### config.mk
export PLATFORM = sky130hd
export DESIGN_NAME = xbus_iob
export DESIGN_NICKNAME = d
export VERILOG_FILES = /design/src/hw/iob_pkg.sv /design/src/hw/xbus_iob.sv /design/src/hw/iob_result.sv /design/src/hw/iob_regs.sv /design/src/hw/iob_timers.sv /design/src/hw/iob_decode.sv
export SDC_FILE = /design/constraint.sdc
export NUM_CORES = 1
export LEC_CHECK = 0
export ABC_CLOCK_PERIOD_IN_PS = 2700
export BUFFER_PORTS_ARGS = -buffer_cell sky130_fd_sc_hd__buf_4
export CAP_MARGIN = 0
export CORE_UTILIZATION = 58
export CTS_BUF_LIST = sky130_fd_sc_hd__clkbuf_4
export DETAILED_ROUTE_END_ITERATION = 8
export PLACE_DENSITY_LB_ADDON = 0.05
export REMOVE_ABC_BUFFERS = 1
export SLEW_MARGIN = 10
export SYNTH_ARGS = -nofsm -noshare
export SYNTH_HDL_FRONTEND = slang
export SYNTH_SLANG_ARGS = --single-unit
### constraint.sdc
create_clock -name clk -period 2.7 [get_ports clk]
set_input_delay 0.54 -clock clk [delete_from_list [all_inputs] [get_ports clk]]
set_output_delay 0.54 -clock clk [all_outputs]
set_load 0.005 [all_outputs]
### src/hw/iob_pkg.sv
// i/o board shared definitions
package iob_pkg;

   // 64-word window on the system bus
   localparam logic [21:0] iob_base = 22'o17772000;

   // register offsets inside the window
   localparam logic [5:0] kbd_lo  = 6'o40;
   localparam logic [5:0] kbd_hi  = 6'o41;
   localparam logic [5:0] mouse_y = 6'o42;
   localparam logic [5:0] mouse_x = 6'o43;
   localparam logic [5:0] beep    = 6'o44;
   localparam logic [5:0] kbd_csr = 6'o45;
   localparam logic [5:0] usec_lo = 6'o50;
   localparam logic [5:0] usec_hi = 6'o51;
   localparam logic [5:0] hz60    = 6'o52;

   // bit positions in the one-hot register select
   localparam int sel_kbd_lo  = 0;
   localparam int sel_kbd_hi  = 1;
   localparam int sel_mouse_y = 2;
   localparam int sel_mouse_x = 3;
   localparam int sel_beep    = 4;
   localparam int sel_kbd_csr = 5;
   localparam int sel_usec_lo = 6;
   localparam int sel_usec_hi = 7;
   localparam int sel_hz60    = 8;
   localparam int n_regs      = 9;

   // timer divisors for a 50 MHz clock
   localparam int unsigned us_div_default   = 50;
   localparam int unsigned hz60_div_default = 833333;
   localparam int hz60_div_w = 20;

   // interrupt vectors
   localparam logic [7:0] vec_kbd   = 8'o260;
   localparam logic [7:0] vec_mouse = 8'o264;
   localparam logic [7:0] vec_clk   = 8'o270;

   typedef struct packed {
      logic [21:0] addr;
      logic [31:0] wdata;
      logic        write;
   } bus_req_t;

   typedef struct packed {
      logic [n_regs-1:0] sel;
      logic              write;
      logic [31:0]       wdata;
      logic              valid;
   } iob_op_t;

   typedef struct packed {
      logic        head;
      logic        middle;
      logic        tail;
      logic [11:0] x;
      logic [11:0] y;
      logic [1:0]  rawx;
      logic [1:0]  rawy;
   } mouse_evt_t;

   typedef struct packed {
      logic [31:0] us_count;
      logic [31:0] hz60_count;
      logic        hz60_tick;
   } timer_t;

endpackage
### src/hw/xbus_iob.sv
// i/o board top level
module xbus_iob #(
   parameter int unsigned us_div   = iob_pkg::us_div_default,
   parameter int unsigned hz60_div = iob_pkg::hz60_div_default
) (
   input  logic                clk,
   input  logic                reset,
   input  logic                req,
   input  logic [21:0]         addr,
   input  logic [31:0]         datain,
   input  logic                write,
   input  logic                key_strobe,
   input  logic [31:0]         key_scan,
   input  logic                mouse_strobe,
   input  iob_pkg::mouse_evt_t mouse,
   output logic [31:0]         dataout,
   output logic                ack,
   output logic                decode,
   output logic                interrupt,
   output logic [7:0]          vector
);

   iob_pkg::bus_req_t breq;
   iob_pkg::iob_op_t  op;
   iob_pkg::timer_t   timers;
   logic [31:0]       rdata;
   logic              hz60_enable;

   assign breq = '{addr: addr, wdata: datain, write: write};

   iob_decode decode_i (
      .req    (req),
      .breq   (breq),
      .decode (decode),
      .op     (op)
   );

   iob_regs regs_i (
      .clk          (clk),
      .reset        (reset),
      .op           (op),
      .timers       (timers),
      .key_strobe   (key_strobe),
      .key_scan     (key_scan),
      .mouse_strobe (mouse_strobe),
      .mouse        (mouse),
      .rdata        (rdata),
      .hz60_enable  (hz60_enable),
      .interrupt    (interrupt),
      .vector       (vector)
   );

   iob_timers #(
      .us_div   (us_div),
      .hz60_div (hz60_div)
   ) timers_i (
      .clk         (clk),
      .reset       (reset),
      .hz60_enable (hz60_enable),
      .timers      (timers)
   );

   iob_result result_i (
      .clk     (clk),
      .reset   (reset),
      .decode  (decode),
      .rdata   (rdata),
      .dataout (dataout),
      .ack     (ack)
   );

endmodule

### src/hw/iob_result.sv
// i/o board result stage
module iob_result (
   input  logic        clk,
   input  logic        reset,
   input  logic        decode,
   input  logic [31:0] rdata,
   output logic [31:0] dataout,
   output logic        ack
);

   logic [1:0] ack_q;

   // ack follows decode by two cycles
   always_ff @(posedge clk)
   begin
      if (reset)
         ack_q <= '0;
      else
         ack_q <= {ack_q[0], decode};
   end

   // sample on the first decode cycle, hold for the rest of the access
   always_ff @(posedge clk)
   begin
      if (!decode)
         dataout <= '0;
      else if (!ack_q[0])
         dataout <= rdata;
   end

   assign ack = ack_q[1];

endmodule

### src/hw/iob_regs.sv
// i/o board execute stage
module iob_regs (
   input  logic                clk,
   input  logic                reset,
   input  iob_pkg::iob_op_t    op,
   input  iob_pkg::timer_t     timers,
   input  logic                key_strobe,
   input  logic [31:0]         key_scan,
   input  logic                mouse_strobe,
   input  iob_pkg::mouse_evt_t mouse,
   output logic [31:0]         rdata,
   output logic                hz60_enable,
   output logic                interrupt,
   output logic [7:0]          vector
);

   logic [3:0]          csr;
   logic [2:0]          rdy;
   logic [2:0]          rdy_set;
   logic [2:0]          rdy_clr;
   logic [2:0]          pending;
   logic                rd;
   logic [31:0]         key_q;
   iob_pkg::mouse_evt_t mouse_q;

   assign rd = op.valid & ~op.write;

   // ready bits: 0 mouse, 1 keyboard, 2 clock
   assign rdy_set = {timers.hz60_tick, key_strobe, mouse_strobe};
   assign rdy_clr[0] = rd & op.sel[iob_pkg::sel_mouse_y];
   assign rdy_clr[1] = rd & (op.sel[iob_pkg::sel_kbd_lo] | op.sel[iob_pkg::sel_kbd_hi]);
   assign rdy_clr[2] = rd & op.sel[iob_pkg::sel_hz60];

   always_ff @(posedge clk)
   begin
      if (reset)
      begin
         csr <= '0;
         rdy <= '0;
         hz60_enable <= 1'b0;
      end
      else
      begin
         // a read in the same cycle wins over a new event
         rdy <= (rdy | rdy_set) & ~rdy_clr;
         if (op.valid && op.write && op.sel[iob_pkg::sel_kbd_csr])
            csr <= op.wdata[3:0];
         // first hz60 read starts the clock
         if (rdy_clr[2])
            hz60_enable <= 1'b1;
      end
   end

   always_ff @(posedge clk)
   begin
      if (key_strobe)
         key_q <= key_scan;
      if (mouse_strobe)
         mouse_q <= mouse;
   end

   // beep and unused offsets fall through to zero
   always_comb
   begin
      rdata = '0;
      case (1'b1)
         op.sel[iob_pkg::sel_kbd_lo]:  rdata = {16'b0, key_q[15:0]};
         op.sel[iob_pkg::sel_kbd_hi]:  rdata = {16'b0, key_q[31:16]};
         op.sel[iob_pkg::sel_mouse_y]:
            rdata = {17'b0, mouse_q.head, mouse_q.middle, mouse_q.tail, mouse_q.y};
         op.sel[iob_pkg::sel_mouse_x]:
            rdata = {16'b0, mouse_q.rawy, mouse_q.rawx, mouse_q.x};
         op.sel[iob_pkg::sel_kbd_csr]: rdata = {25'b0, rdy, csr};
         op.sel[iob_pkg::sel_usec_lo]: rdata = {16'b0, timers.us_count[15:0]};
         op.sel[iob_pkg::sel_usec_hi]: rdata = {16'b0, timers.us_count[31:16]};
         op.sel[iob_pkg::sel_hz60]:    rdata = timers.hz60_count;
         default:                      rdata = '0;
      endcase
   end

   assign pending = rdy & csr[2:0];
   assign interrupt = |pending;

   // clock first, then keyboard, then mouse
   always_comb
   begin
      if (pending[2])
         vector = iob_pkg::vec_clk;
      else if (pending[1])
         vector = iob_pkg::vec_kbd;
      else if (pending[0])
         vector = iob_pkg::vec_mouse;
      else
         vector = 8'd0;
   end

   a_vector_idle: assert property (@(posedge clk) disable iff (reset)
      !interrupt |-> vector == 8'd0);

endmodule

### src/hw/iob_timers.sv
// microsecond and 60 Hz timers
module iob_timers #(
   parameter int unsigned us_div   = iob_pkg::us_div_default,
   parameter int unsigned hz60_div = iob_pkg::hz60_div_default
) (
   input  logic            clk,
   input  logic            reset,
   input  logic            hz60_enable,
   output iob_pkg::timer_t timers
);

   localparam int us_w = (us_div > 1) ? $clog2(us_div) : 1;
   localparam int hz_w = iob_pkg::hz60_div_w;
   localparam logic [us_w-1:0] us_last = us_w'(us_div - 1);
   localparam logic [hz_w-1:0] hz_last = hz_w'(hz60_div - 1);

   logic [us_w-1:0] us_pre;
   logic [hz_w-1:0] hz_pre;
   logic [31:0]     us_count;
   logic [31:0]     hz_count;
   logic            hz_tick;

   // free running from reset
   always_ff @(posedge clk)
   begin
      if (reset)
      begin
         us_pre <= '0;
         us_count <= '0;
      end
      else if (us_pre == us_last)
      begin
         us_pre <= '0;
         us_count <= us_count + 32'd1;
      end
      else
         us_pre <= us_pre + us_w'(1);
   end

   // 60 Hz prescaler only runs once enabled
   always_ff @(posedge clk)
   begin
      if (reset)
      begin
         hz_pre <= '0;
         hz_count <= '0;
         hz_tick <= 1'b0;
      end
      else
      begin
         hz_tick <= 1'b0;
         if (hz60_enable)
         begin
            if (hz_pre == hz_last)
            begin
               hz_pre <= '0;
               hz_count <= hz_count + 32'd1;
               hz_tick <= 1'b1;
            end
            else
               hz_pre <= hz_pre + hz_w'(1);
         end
      end
   end

   assign timers = '{us_count: us_count, hz60_count: hz_count, hz60_tick: hz_tick};

   // the enable is sticky, so a disabled timer never shows a tick
   a_tick_enabled: assert property (@(posedge clk) disable iff (reset)
      !hz60_enable |-> !hz_tick);

endmodule

### src/hw/iob_decode.sv
// i/o board address decode
module iob_decode (
   input  logic              req,
   input  iob_pkg::bus_req_t breq,
   output logic              decode,
   output iob_pkg::iob_op_t  op
);

   logic                       in_window;
   logic [iob_pkg::n_regs-1:0] sel;

   // upper 16 address bits pick the window
   assign in_window = breq.addr[21:6] == iob_pkg::iob_base[21:6];
   assign decode = req & in_window;

   always_comb
   begin
      sel = '0;
      case (breq.addr[5:0])
         iob_pkg::kbd_lo:  sel[iob_pkg::sel_kbd_lo] = 1'b1;
         iob_pkg::kbd_hi:  sel[iob_pkg::sel_kbd_hi] = 1'b1;
         iob_pkg::mouse_y: sel[iob_pkg::sel_mouse_y] = 1'b1;
         iob_pkg::mouse_x: sel[iob_pkg::sel_mouse_x] = 1'b1;
         iob_pkg::beep:    sel[iob_pkg::sel_beep] = 1'b1;
         iob_pkg::kbd_csr: sel[iob_pkg::sel_kbd_csr] = 1'b1;
         iob_pkg::usec_lo: sel[iob_pkg::sel_usec_lo] = 1'b1;
         iob_pkg::usec_hi: sel[iob_pkg::sel_usec_hi] = 1'b1;
         iob_pkg::hz60:    sel[iob_pkg::sel_hz60] = 1'b1;
         // unused offsets still ack but touch nothing
         default:          sel = '0;
      endcase
   end

   assign op = '{
      sel:   sel,
      write: breq.write,
      wdata: breq.wdata,
      valid: decode
   };

   // execute relies on at most one register per access
   always_comb
   begin
      assert final (!op.valid || $onehot0(op.sel));
   end

endmodule

==> summary.md <==
| Metric | Value |
|---|---|
| Crit path top cell by count | `buf_4` |
| Wirelength per Cell | `17.1 um` |
| Routability cong. | `0.872` |
| Metal2 WL | `10,600 um` |
| Synth Area per Inst | `9.81 sq um` |
| Synth top cells by count | `dfxtp_1, nor2_1, a21oi_1, edfxtp_1, nand2_1` |
| Seq. cell area | `4560 sq um` |
| Vias per cell | `5.97` |
| M1 WL | `9820 um` |
| Vias in the first global route | `6,959` |
| TritonCTS buffer count | `17` |
| First-pass GRT wire length | `34,700 um` |
| Die width | `129 um` |
| Clock period minus final worst setup slack | `2.44 ns` |
| Synthesized flop and latch total | `196` |
| CTS Sinks | `196` |
| Hold Slack | `0.107 ns` |
| Remaining Overflow, GRT | `0` |
| Most common flop cell mapped by yosys | `dfxtp_1` |
| Clock Pin Slew Worst Setup and Hold Paths | `0.17 ns` |
| DRT Pass-1 Iters | `5` |
| PnR Total Power | `5110 uW` |
| Peak VDD IR | `0.401 mV` |
| Hold Path Depth | `1` |
| Critical path depth | `6` |
| FMAX | `0.410 GHz` |
| Status | `finished, final reports clean` |
| Distinct cells, synth | `63` |
| CTS tree | `built` |
| Most common cell in the netlist | `dfxtp_1` |
| Hold Vio Cnt, Final | `0` |
| Initial core utilization | `0.592` |
| Routed Wire Length | `22,000 um` |
| CP startpoint kind | `primary input` |
| Slowest stage cell, crit path | `or4_4` |
| Root buffer cell | `clkbuf_4` |
| # fillers | `1,295` |
| Vias | `7,673` |
| Crit. End Element | `output pin` |
| Worst-path fanout max | `4` |
| Post-CTS sizing | `0` |
| Final Cycle Share | `0.902` |
| Area occupied by multi-input gates | `4380 sq um` |
| Max Used Layer | `met4` |
| CP cell instances | `buf_4 -> or4_4 -> nor4_4 -> nand2_4 -> inv_1 -> buf_4` |
| N_diodes | `0` |
| Worst path required time | `2.16 ns` |
| DRT iter0 DRCs | `594` |
| Die area | `16,700 sq um` |
| Share of layout cells above drive strength 1 | `0.229` |
| Post-layout net count | `1,186` |
| Pin count of the biggest net entering global routing | `49` |
| Yosys warnings | `0` |
| EDFF count, synth | `63` |
| Clk_skew | `0.0232 ns` |
| Static Leakage | `0.00380 uW` |
| Row count | `46` |
| Die H | `129 um` |
| Htree depth | `4` |
| Ports | `166` |
| Hold Buf Count CTS | `0` |
| RSZ-0062 raised after global routing | `no` |
| Largest area contributor in the netlist | `dfxtp_1` |
| Slew Limit Fails | `0` |
| Antenna-violating nets left | `0` |
| Worst rel slew slack | `0.514` |
| Pwr per Cell Area | `473 nW/um^2` |
| Crit-path max cell delay | `0.55 ns` |
| Synth top area share | `0.284` |
| Clock Latency Late Sink | `0.59 ns` |
| WP buf/inv | `3` |
| Max Root-Sink Buffers | `2` |
| DRC Markers | `0` |
| FFs w/ async S/R, synth | `0` |
| Final-report setup violation count | `0` |
| Core area | `15,800 sq um` |
| HP Class | `in2reg` |
| CP Class | `in2out` |
| Synth top area cells | `dfxtp_1, edfxtp_1, mux2_2` |
| Met3 WL post-DR | `1210 um` |
| P&R area growth vs syn | `15.2%` |
| Syn Inst Count | `955` |
| Hpwl dp | `15,500 um` |
| Maximum capacitance violations | `0` |
| Slew @ Worst Pin | `0.729 ns` |
| Post-CTS Setup Bufs | `0` |
| Initial antenna violation count | `0` |
| GR Util All Layers | `0.269` |
| Top delay family on crit path | `simple AND/OR/NAND/NOR gates` |
| Number of port buffers | `134` |
| Critical Path AT | `1.90 ns` |
| R2R cell count | `5` |
| Post-synthesis sequential area ratio | `0.486` |
| Mapped cell area | `9370 sq um` |
-- kinds of logic after synthesis --
family | share of synthesized area
AND/OR/NAND/NOR | 0.253
multiplexers | 0.0697
adder cells (fa/ha/maj) | 0.00801
other | 0.000400
XOR/XNOR | 0.0215
buffers and inverters | 0.0470
AO/OA/AOI/OAI | 0.115
flip-flops | 0.486
-- registers in the layout, indices dropped and copies added (netlist names), 2 cells and up --
name / count
timers_i.hz_pre: 20
regs_i.csr: 4
timers_i.hz_count: 32
regs_i.rdy: 3
timers_i.us_pre: 6
result_i.ack_q: 2
result_i.dataout: 32
timers_i.us_count: 32
regs_i.key_q: 32
regs_i.mouse_q: 31
-- path summary, 6_finish.rpt --
kind | startpoint | end | slack, ns
hold reg to reg | result_i.dataout[31]$_SDFFE_PP0N_ | result_i.dataout[31]$_SDFFE_PP0N_ | 0.47
setup reg to reg | timers_i.hz_count[0]$_SDFFE_PP0P_ | timers_i.hz_count[24]$_SDFFE_PP0P_ | 0.42
setup / recovery | addr[7] | decode | 0.26
hold / removal | key_scan[1] | regs_i.key_q[1]$_DFFE_PP_ | 0.11
-- placed cells by master, fill, tap and decap left out, types with 20 or more instances in the layout --
master	count
buf_4	156
dfxtp_1	132
nor2_1	72
a21oi_1	66
edfxtp_1	63
nand2_1	55
nor2b_1	46
mux2_2	34
nand3_1	32
nor4_1	31
nand4_1	27
mux2i_1	27
inv_1	25
or4_1	23
o31ai_1	22
and4_1	20
-- stage by stage --
stage	setup WS [ns]	util	cells	setup TNS, ns	cell area, sq um
5_1_grt	0.199	0.682	1286	0	10800
3_5_place_dp	0.235	0.663	1254	0	10500
6_report	0.264	0.682	1286	0	10800
4_1_cts	0.251	0.682	1286	0	10800
3_3_place_gp	0.250	0.663	1254	0	10500
2_1_floorplan	-0.231	-	881	-4.39	9030
-- report_power, final --
group / switching, uW / total, uW / internal (uW) / leakage [uW]
clock network: 1060 / 1650 / 587 / 0.000153
registers: 29.0 / 3160 / 3130 / 0.00169
logic: 153 / 300 / 147 / 0.00196
-- final cells by class --
cell class | count | share of cell area
flip-flops and latches | 196 | 0.422
multi-input cells | 660 | 0.406
repair buffers | 157 | 0.110
well taps | 216 | 0.0250
clock inverters | 14 | 0.0152
clock buffers | 18 | 0.0125
inverters | 25 | 0.00870
-- per-layer routing --
| metal | vias to the layer above | global-route usage |
|---|---|---|
| li1 | 3757 | - |
| met5 | - | 0 |
| met2 | 249 | 0.443 |
| met1 | 3641 | 0.360 |
| met3 | 26 | 0.0454 |
| met4 | 0 | 0.0900 |
No activity file was read; power rests on OpenSTA's default activity.
